`config.mk`:
```
export PLATFORM = sky130hd
export DESIGN_NAME = prbs_fec_tester
export DESIGN_NICKNAME = d
export VERILOG_FILES = /design/src/source/prbs_fec_pkg.sv /design/src/source/prbs63_gen.sv /design/src/source/prbs_err_decode.sv /design/src/source/fec_lane_tracker.sv /design/src/source/ber_stats.sv /design/src/source/prbs_fec_tester.sv
export SDC_FILE = /design/constraint.sdc
export NUM_CORES = 1
export LEC_CHECK = 0
export BUFFER_PORTS_ARGS = -buffer_cell sky130_fd_sc_hd__buf_4
export CORE_ASPECT_RATIO = 1.25
export CORE_MARGIN = 3
export CORE_UTILIZATION = 36
export DETAILED_ROUTE_END_ITERATION = 8
export SYNTH_ARGS = -nofsm -noshare
export SYNTH_HDL_FRONTEND = slang
export SYNTH_HIERARCHICAL = 1
export SYNTH_SLANG_ARGS = --single-unit
```
`constraint.sdc`:
```
create_clock -name clk -period 4.7 [get_ports clk]
set_clock_uncertainty 0.2 [all_clocks]
set_input_delay 0.94 -clock clk [delete_from_list [all_inputs] [get_ports clk]]
set_output_delay 0.94 -clock clk [all_outputs]
set_load 0.1 [all_outputs]
```
`src/source/prbs_fec_pkg.sv`:
```
package prbs_fec_pkg;

    // FEC symbol geometry
    localparam int SYM_BITS   = 10;
    localparam int CW_SYMBOLS = 54;

    // most symbol errors a codeword can carry and still decode
    localparam int T_CORRECT = 15;

    // interleaved codewords, dealt round-robin per symbol
    localparam int LANES = 4;

    // PRBS63 shift register length
    localparam int PRBS_LEN = 63;

    // seed is 64 bits on the port, only the low PRBS_LEN bits load
    typedef logic [63:0] seed_t;

    typedef logic [PRBS_LEN-1:0] lfsr_t;

    // lane index and per-symbol / per-codeword counters
    typedef logic [1:0] lane_t;
    typedef logic [3:0] sym_bit_t;
    typedef logic [5:0] sym_cnt_t;

    // bit errors inside one codeword, up to 540
    typedef logic [9:0] cw_err_t;

    // running totals
    typedef logic [63:0] stat_t;

endpackage

```
`src/source/prbs63_gen.sv`:
```
module prbs63_gen (
    input  logic                clk,
    input  logic                rstn,
    input  logic                en,
    input  logic                restart,
    input  prbs_fec_pkg::seed_t seed,
    output logic                tx_data,
    output logic                tx_valid
);

    prbs_fec_pkg::lfsr_t sr;
    logic                fb;

    // taps at bits 62 and 61
    assign fb = sr[62] ^ sr[61];

    // shift register and valid level
    always_ff @(posedge clk) begin
        if (!rstn || restart) begin
            sr       <= seed[prbs_fec_pkg::PRBS_LEN-1:0];
            tx_valid <= 1'b0;
        end else if (en) begin
            sr       <= {sr[prbs_fec_pkg::PRBS_LEN-2:0], fb};
            tx_valid <= 1'b1;
        end else begin
            tx_valid <= 1'b0;
        end
    end

    // data bit only moves on an enabled cycle
    always_ff @(posedge clk) begin
        if (en) begin
            tx_data <= fb;
        end
    end

endmodule

```
`src/source/prbs_err_decode.sv`:
```
module prbs_err_decode (
    input  logic                clk,
    input  logic                rstn,
    input  logic                restart,
    input  prbs_fec_pkg::seed_t seed,
    input  logic                rx_data,
    input  logic                rx_valid,
    output logic                bit_valid,
    output logic                bit_err
);

    // local copy of the transmit sequence
    prbs_fec_pkg::lfsr_t ref_sr;
    logic                expected;

    assign expected = ref_sr[62] ^ ref_sr[61];

    // reference only advances on received bits, so gaps keep alignment
    always_ff @(posedge clk) begin
        if (!rstn || restart) begin
            ref_sr    <= seed[prbs_fec_pkg::PRBS_LEN-1:0];
            bit_valid <= 1'b0;
        end else begin
            bit_valid <= rx_valid;
            if (rx_valid) begin
                ref_sr <= {ref_sr[prbs_fec_pkg::PRBS_LEN-2:0], expected};
            end
        end
    end

    // mismatch flag, meaningful only with bit_valid
    always_ff @(posedge clk) begin
        if (rx_valid) begin
            bit_err <= rx_data ^ expected;
        end
    end

endmodule

```
`src/source/fec_lane_tracker.sv`:
```
module fec_lane_tracker (
    input  logic                  clk,
    input  logic                  rstn,
    input  logic                  restart,
    input  logic                  bit_valid,
    input  logic                  bit_err,
    output logic                  cw_done,
    output logic                  cw_fail,
    output prbs_fec_pkg::cw_err_t cw_bit_errs
);

    localparam int LANES = prbs_fec_pkg::LANES;

    // lane pointer and position in the current symbol
    prbs_fec_pkg::lane_t    lane;
    prbs_fec_pkg::sym_bit_t bit_idx;

    // per-lane codeword state
    prbs_fec_pkg::sym_cnt_t sym_cnt  [LANES];
    prbs_fec_pkg::sym_cnt_t err_syms [LANES];
    prbs_fec_pkg::cw_err_t  bit_errs [LANES];
    logic                   sym_err  [LANES];

    // current lane values with this bit folded in
    logic                   cur_sym_err;
    prbs_fec_pkg::cw_err_t  cur_bit_errs;
    prbs_fec_pkg::sym_cnt_t cur_err_syms;
    logic                   sym_end;
    logic                   cw_end;
    prbs_fec_pkg::lane_t    next_lane;

    always_comb begin
        cur_sym_err  = sym_err[lane] | bit_err;
        cur_bit_errs = bit_errs[lane] + prbs_fec_pkg::cw_err_t'(bit_err);
        cur_err_syms = err_syms[lane] + prbs_fec_pkg::sym_cnt_t'(cur_sym_err);
        sym_end      = (bit_idx == prbs_fec_pkg::sym_bit_t'(prbs_fec_pkg::SYM_BITS - 1));
        cw_end       = sym_end &&
                       (sym_cnt[lane] == prbs_fec_pkg::sym_cnt_t'(prbs_fec_pkg::CW_SYMBOLS - 1));
        if (lane == prbs_fec_pkg::lane_t'(LANES - 1)) begin
            next_lane = '0;
        end else begin
            next_lane = lane + 1'b1;
        end
    end

    always_ff @(posedge clk) begin
        if (!rstn || restart) begin
            lane    <= '0;
            bit_idx <= '0;
            cw_done <= 1'b0;
            cw_fail <= 1'b0;
            for (int i = 0; i < LANES; i++) begin
                sym_cnt[i]  <= '0;
                err_syms[i] <= '0;
                bit_errs[i] <= '0;
                sym_err[i]  <= 1'b0;
            end
        end else begin
            cw_done <= 1'b0;
            cw_fail <= 1'b0;
            if (bit_valid) begin
                if (!sym_end) begin
                    bit_idx        <= bit_idx + 1'b1;
                    sym_err[lane]  <= cur_sym_err;
                    bit_errs[lane] <= cur_bit_errs;
                end else begin
                    // symbol closes, next symbol belongs to the next lane
                    bit_idx       <= '0;
                    lane          <= next_lane;
                    sym_err[lane] <= 1'b0;
                    if (cw_end) begin
                        // judge against T and start a fresh codeword on this lane
                        cw_done        <= 1'b1;
                        cw_fail        <= (cur_err_syms > prbs_fec_pkg::T_CORRECT);
                        sym_cnt[lane]  <= '0;
                        err_syms[lane] <= '0;
                        bit_errs[lane] <= '0;
                    end else begin
                        sym_cnt[lane]  <= sym_cnt[lane] + 1'b1;
                        err_syms[lane] <= cur_err_syms;
                        bit_errs[lane] <= cur_bit_errs;
                    end
                end
            end
        end
    end

    // payload, qualified by cw_done
    always_ff @(posedge clk) begin
        if (bit_valid && cw_end) begin
            cw_bit_errs <= cur_bit_errs;
        end
    end

endmodule

```
`src/source/ber_stats.sv`:
```
module ber_stats (
    input  logic                  clk,
    input  logic                  rstn,
    input  logic                  bit_valid,
    input  logic                  bit_err,
    input  logic                  cw_done,
    input  logic                  cw_fail,
    input  prbs_fec_pkg::cw_err_t cw_bit_errs,
    output prbs_fec_pkg::stat_t   total_bits,
    output prbs_fec_pkg::stat_t   total_errs_pre,
    output prbs_fec_pkg::stat_t   total_errs_post,
    output prbs_fec_pkg::stat_t   total_frames,
    output prbs_fec_pkg::stat_t   total_frame_errs
);

    // raw bit totals, one per received bit
    always_ff @(posedge clk) begin
        if (!rstn) begin
            total_bits     <= '0;
            total_errs_pre <= '0;
        end else if (bit_valid) begin
            total_bits     <= total_bits + 1'b1;
            total_errs_pre <= total_errs_pre + prbs_fec_pkg::stat_t'(bit_err);
        end
    end

    // codeword totals
    always_ff @(posedge clk) begin
        if (!rstn) begin
            total_frames     <= '0;
            total_frame_errs <= '0;
            total_errs_post  <= '0;
        end else if (cw_done) begin
            total_frames <= total_frames + 1'b1;
            if (cw_fail) begin
                // uncorrectable, every bit error of the codeword survives
                total_frame_errs <= total_frame_errs + 1'b1;
                total_errs_post  <= total_errs_post + prbs_fec_pkg::stat_t'(cw_bit_errs);
            end
        end
    end

endmodule

```
`src/source/prbs_fec_tester.sv`:
```
module prbs_fec_tester (
    input  logic                clk,
    input  logic                rstn,
    input  logic                en,
    input  prbs_fec_pkg::seed_t seed,
    input  logic                restart,
    input  logic                rx_data,
    input  logic                rx_valid,
    output logic                tx_data,
    output logic                tx_valid,
    output prbs_fec_pkg::stat_t total_bits,
    output prbs_fec_pkg::stat_t total_errs_pre,
    output prbs_fec_pkg::stat_t total_errs_post,
    output prbs_fec_pkg::stat_t total_frames,
    output prbs_fec_pkg::stat_t total_frame_errs
);

    // decode to tracker and stats
    logic                  bit_valid;
    logic                  bit_err;

    // tracker to stats
    logic                  cw_done;
    logic                  cw_fail;
    prbs_fec_pkg::cw_err_t cw_bit_errs;

    prbs63_gen i_gen (
        .clk      (clk),
        .rstn     (rstn),
        .en       (en),
        .restart  (restart),
        .seed     (seed),
        .tx_data  (tx_data),
        .tx_valid (tx_valid)
    );

    prbs_err_decode i_decode (
        .clk       (clk),
        .rstn      (rstn),
        .restart   (restart),
        .seed      (seed),
        .rx_data   (rx_data),
        .rx_valid  (rx_valid),
        .bit_valid (bit_valid),
        .bit_err   (bit_err)
    );

    fec_lane_tracker i_tracker (
        .clk         (clk),
        .rstn        (rstn),
        .restart     (restart),
        .bit_valid   (bit_valid),
        .bit_err     (bit_err),
        .cw_done     (cw_done),
        .cw_fail     (cw_fail),
        .cw_bit_errs (cw_bit_errs)
    );

    // totals survive restart, only rstn clears them
    ber_stats i_stats (
        .clk              (clk),
        .rstn             (rstn),
        .bit_valid        (bit_valid),
        .bit_err          (bit_err),
        .cw_done          (cw_done),
        .cw_fail          (cw_fail),
        .cw_bit_errs      (cw_bit_errs),
        .total_bits       (total_bits),
        .total_errs_pre   (total_errs_pre),
        .total_errs_post  (total_errs_post),
        .total_frames     (total_frames),
        .total_frame_errs (total_frame_errs)
    );

endmodule

```
==> results.cfg, run 1 <==
[clock_network]
post_cts_resized = 0
postCtsSetupBuffers = 0
cts.sinks = 562
tritoncts = yes
cts.clk_slew.worst_paths_ps = 60
cts_hold_buf = 0
clockBufferDepth = 3
cts_root_buffer = clkbuf_16
worstSkewPairLatency_ps = 620
cts-buffers-inserted = 59
h-tree-depth = 2

[status]
status = finished, final reports clean

[worst_setup_path]
crit_arrival_ps = 3760
crit_type = reg -> reg
max_stage_delay_ps = 730
worst-path-buf-inv = 1
crit_family = multiplexers
critPathLaunchType = flip-flop
end_kind = flip-flop
path_cells = buf_4 > mux4_1 > ha_1 > nand2_1 > o21ai_2 > nor3_1
r2r_cells = 6
reg2reg_setup_slack_ps = 1190
path_max_fanout = 17
crit_slowest_cell = mux4_1
worstPathRequired_ps = 4950
reg2reg_to = i_tracker/err_syms[0][0]$_SDFFCE_PN0P_

[synthesis]
ys_ff_latch = 562
synth-edff-count = 230
synth_top_area_share_pct = 26.18
synth_top_area_cell = edfxtp_1
syn_avg_cell_area_um2 = 10.76
synth_fp_nets = 2544
syn_inst = 2451
ys_warn_count = 6
ys.flop_type = dfxtp_1
synthArstFlopShare_pct = 0
synth_cell_types = 73
ys_seq_area_share_pct = 51.38
syn_area_um2 = 26380
synth_area_leaders = edfxtp_1 26%, dfxtp_1 25%, mux2_4 5.5%

[floorplan]
die_w_um = 248.1
io_pins = 392
die-height_um = 308.6
dieArea_um2 = 76580
initial_core_util_pct = 36.51
core_um2 = 72260
num_rows = 110

[finish]
final_area_um2 = 31990
drive_gt1_share_pct = 23.48
fin_util_pct = 44.27
area_growth_pct = 21.26
diodes = 0
final_nets = 2921

[placement]
place_area_um2 = 30080
gp_congestion = 0.8553
dp_hpwl_mm = 49.15
io_buffers = 390

[pwr]
power_leakage_nw = 12.16
p_per_area_nw_per_um2 = 321.4
vdd_drop_max_v = 0.0003269
p_total_mw = 10.28

[hold_path]
hold_depth = 2
hold_class = reg -> reg
min_to = i_stats/total_errs_pre[63]$_SDFFE_PN0P_
worstHoldStart = i_stats/total_errs_pre[63]$_SDFFE_PN0P_

[drt]
routedWlPerCell_um = 18.14
first_iter_violations = 1323
avgViaCountPerCell = 5.237
detail-route-antenna-nets = 0
drt_pass1_iterations = 5
drt-total-wl_mm = 69.49
via_count = 20060
drc = 0

[sta]
setup_tns_ps = 0
worstMarginPinSlew_ps = 1076
slew_violations = 0
final.period_utilization_pct = 74.73
finalHoldViolCount = 0
fin_crit_ps = 3512
setup_violations = 0
max_freq_ghz = 0.2847
maxSlewHeadroom_pct = 27.57
rsz0062_at_grt = no
holdWs_ps = 280.6

[global_routing]
grt_util_all_layers_pct = 17.37
grt_first_pass_wirelength_mm = 108.1
antenna_found_initial = 0
grt_max_degree = 98
grt_pass1_vias = 19710
grt_overflow = 0

[flow_run]
drv_cap = 0
## area by class of cell
cell class,count,area [µm²]
inverters,48,187.7
multi-input cells,1744,12030
well taps,952,1191
clock inverters,24,197.7
fillers,6782,40270
repair buffers,413,3126
clock buffers,88,1705
flip-flops and latches,562,13550
## synthesized netlist by cell type, drive strengths merged, types with 6 or more instances
master and count:
a21oi 91, and2 20, and3 39, and4 34, buf 36, clkbuf 61, dfxtp 332, edfxtp 230
ha 22, inv 48, mux2 127, mux2i 34, mux4 23, nand2 192, nand2b 47, nand3 129
nand4 95, nor2 313, nor2b 9, nor3 71, nor3b 6, nor4 42, o211ai 16, o21a 6
o21ai 61, o311ai 9, o31ai 12, o41ai 7, or3 51, or4 23, xnor2 106, xor2 118
## how the worst max path moves through the flow
stage / endpoint / slack (ps) / depth (start not counted)
floorplan: i_decode/ref_sr[0]$_DFFE_PP_ / 1270 / 4
global placement: i_tracker/cw_bit_errs[0]$_DFFE_PP_ / 1170 / 7
detailed placement: i_tracker/sym_cnt[2][0]$_SDFFCE_PN0P_ / 1140 / 6
CTS: i_tracker/cw_bit_errs[4]$_DFFE_PP_ / 1100 / 7
global route: i_stats/total_errs_pre[49]$_SDFFE_PN0P_ / 890 / 7
finish: i_tracker/err_syms[0][0]$_SDFFCE_PN0P_ / 1190 / 6
## logic make-up after synthesis
group                      Yosys count  synth area share (%)
buffers and inverters              145                 3.059
DFF                                562                 51.38
adders and majority gates           23                 1.119
muxes                              184                 10.30
AOI/OAI and AO/OA                  222                 5.260
xor gates and xnor gates           224                 7.438
and+or+nand+nor                   1091                 21.44
## placed cells by master (no fill, tap or decap), drive strengths merged, types with 7 or more instances in the layout
cell type,count
inv,49
and4,34
or3,51
nand2,192
nand3,129
nor2b,9
a21oi,91
or4,23
o31ai,12
xor2,118
o21ai,61
o211ai,16
nor2,313
and3,39
mux2,127
mux4,23
clkbuf,88
edfxtp,230
nand4,95
clkinv,20
nor3,71
and2,20
dfxtp,332
xnor2,106
nor4,42
mux2i,34
o311ai,9
buf,413
ha,22
nand2b,47
o41ai,7
## flip-flops by register name, summed over array words and instances (netlist names), 10 cells and up, named ones only
name                      cells
i_stats/total_bits           64
i_stats/total_errs_post      64
i_stats/total_errs_pre       64
i_stats/total_frame_errs     64
i_stats/total_frames         64
i_decode/ref_sr              63
i_gen/sr                     63
i_tracker/bit_errs           40
i_tracker/err_syms           24
i_tracker/sym_cnt            24
i_tracker/cw_bit_errs        10
## routing by layer
layer / vias to the layer above / track usage [%] / part of all wire, %
met3: 123 / 3.980 / 7.5
met1: 9757 / 21.13 / 40
li1: 9643 / - / -
met2: 540 / 30.44 / 49
met4: 0 / 5.508 / 3.0
met5: - / 0 / 0
## through the flow
stage / setup WS (ps) / instances
finish: 1188 / 3831
global route: 893.9 / 3831
CTS: 1100 / 3831
detailed placement: 1143 / 3719
global placement: 1168 / 3719
floorplan: 1265 / 2451
## power by group
group | switching, mW | total, mW | internal, mW
Combinational | 0.236 | 0.450 | 0.214
Sequential | 0.0537 | 5.30 | 5.24
Clock | 1.96 | 4.53 | 2.57
Total | 2.25 | 10.3 | 8.03
## worst min-delay path: stages (launching register included)
cell and delay [ps]:
dfxtp_1 320, nand2_1 60, mux2i_1 60
No activity file was read; power rests on OpenSTA's default activity.
==> run 2, diff against run 1 <==
==> constraint.sdc (replaced) <==
create_clock -name clk -period 3.45 [get_ports clk]
set_clock_uncertainty 0.2 [all_clocks]
set_input_delay 0.69 -clock clk [delete_from_list [all_inputs] [get_ports clk]]
set_output_delay 0.69 -clock clk [all_outputs]
set_load 0.1 [all_outputs]
==> results.cfg, run 2 (same netlist as run 1, synthesis figures left out) <==
[status]
status = finished, final reports clean

[finish]
final_common_cell = buf_4
fin_util_pct = 44.75
area_growth_pct = 22.59
multi_input_area_um2 = 12030
final_nets = 2949
diodes = 0
seq_area_um2 = 13550
most-common-layout-cells = 438 x buf_4, 332 x dfxtp_1, 312 x nor2_1, 230 x edfxtp_1, 192 x nand2_1
drive_gt1_share_pct = 24.36
fillers = 6733

[sta]
final.period_utilization_pct = 86.48
maxSlewHeadroom_pct = 45.17
holdWs_ps = 57.85
max_freq_ghz = 0.3352
fin_crit_ps = 2983
worstMarginPinSlew_ps = 822.4
setup_tns_ps = 0
slew_violations = 0
setup_violations = 0
rsz0062_at_grt = no
finalHoldViolCount = 0

[clock_network]
cts-buffers-inserted = 59
cts.clk_slew.worst_paths_ps = 60
cts_hold_buf = 0
post_cts_resized = 0
cts_root_buffer = clkbuf_16
worstSkewPairLatency_ps = 650
clockBufferDepth = 3
postCtsSetupBuffers = 0
tritoncts = yes
h-tree-depth = 2
cts.sinks = 562

[global_routing]
grt_util_all_layers_pct = 17.64
grt_max_degree = 113
antenna_found_initial = 0
grt_pass1_vias = 19540
grt_overflow = 0
grt_first_pass_wirelength_mm = 108.9

[drt]
drt_pass1_iterations = 5
drt-total-wl_mm = 70.56
detail-route-antenna-nets = 0
routedWlPerCell_um = 18.29
via_count = 20040
drc = 0
avgViaCountPerCell = 5.194
first_iter_violations = 1123

[worst_setup_path]
critPathLaunchType = flip-flop
max_stage_delay_ps = 690
crit_slowest_cell = mux4_1
path_cells = buf_4 > mux4_1 > ha_1 > nand2_1 > buf_4 > o311ai_2 > buf_4 > a21oi_1
worst-path-buf-inv = 3
crit_family = buffers and inverters
path_max_fanout = 11
r2r_cells = 8
crit_top_cell = buf_4
crit_type = reg -> reg
crit_arrival_ps = 3230
reg2reg_to = i_tracker/bit_errs[3][5]$_DFFE_PP_
reg2reg_setup_slack_ps = 470
end_kind = flip-flop
worstPathRequired_ps = 3700

[pwr]
vdd_drop_max_v = 0.0004407
clkPwrFrac_pct = 45.7
switching_share_pct = 21.71
combPwrFrac_pct = 4.3
p_seq_share_pct = 50.0
power.switching_mw = 3.131
power_leakage_nw = 12.37
p_int_mw = 11.29
p_per_area_nw_per_um2 = 446.0
p_total_mw = 14.42

[floorplan]
num_rows = 110
die-height_um = 308.6
io_pins = 392
dieArea_um2 = 76580
initial_core_util_pct = 36.51
core_um2 = 72260
die_w_um = 248.1

[hold_path]
hold_class = in -> reg
min_to = i_decode/bit_err$_DFFE_PP_
worstHoldStart = rx_valid
hold_depth = 1

[placement]
io_buffers = 390
dp_hpwl_mm = 50.37
gp_congestion = 0.8861

[flow_run]
drv_cap = 0
[run 2: cell count changes in the layout (fill, tap and decap cells not counted)]
cell and change:
buf_4 +27, bufinv_16 +4, clkinv_1 -4, clkinv_2 -2, buf_12 +1, clkbuf_1 -1
clkbuf_16 +1, clkinv_4 +1, clkinvlp_4 -1, inv_6 +1
[run 2: worst max-delay path by stage]
stage / to / depth (start not counted) / from
after global routing: i_stats/total_errs_post[61]$_SDFFE_PN0P_ / 6 / i_tracker/cw_done$_DFF_P_
after CTS: i_tracker/bit_errs[1][4]$_SDFFCE_PN0P_ / 7 / flip-flop
after global placement: i_stats/total_errs_post[63]$_SDFFE_PN0P_ / 6 / i_tracker/cw_done$_DFF_P_
after detailed placement: i_stats/total_errs_post[59]$_SDFFE_PN0P_ / 6 / i_tracker/cw_done$_DFF_P_
after floorplan: i_stats/total_frame_errs[53]$_SDFFE_PN0P_ / 6 / i_stats/total_frame_errs[23]$_SDFFE_PN0P_
final: i_tracker/bit_errs[3][5]$_DFFE_PP_ / 8 / flip-flop
[run 2: metal layers]
metal | share of wire, % | wire [µm] | global-route usage [%]
met1 | 40 | 28260 | 20.82
met2 | 49 | 34620 | 31.11
met3 | 7.6 | 5393 | 4.595
met4 | 3.3 | 2295 | 5.872
met5 | 0 | 0 | 0
[run 2: final cells by class]
type                    count  area share [%]
flip-flops and latches    562           41.91
clock inverters            23          0.9364
clock buffers              88           5.340
inverters                  48          0.5804
multi-input cells        1744           37.19
well taps                 952           3.684
repair buffers            441           10.35
[run 2: power groups by stage]
stage	registers [mW]	clock network (mW)	logic (mW)
2_1_floorplan	7.35	0	0.436
3_3_place_gp	7.35	0	0.616
3_5_place_dp	7.35	0	0.629
4_1_cts	7.21	6.80	0.631
5_1_grt	7.23	7.03	0.674
6_report	7.21	6.59	0.621
[run 2: through the flow]
stage	cells	setup slack, ps	area, µm²
CTS	3858	432.9	32340
global route	3858	259.5	32340
detailed placement	3747	472.5	30310
finish	3858	466.6	32340
floorplan	2451	205.9	26380
global placement	3747	519.6	30310
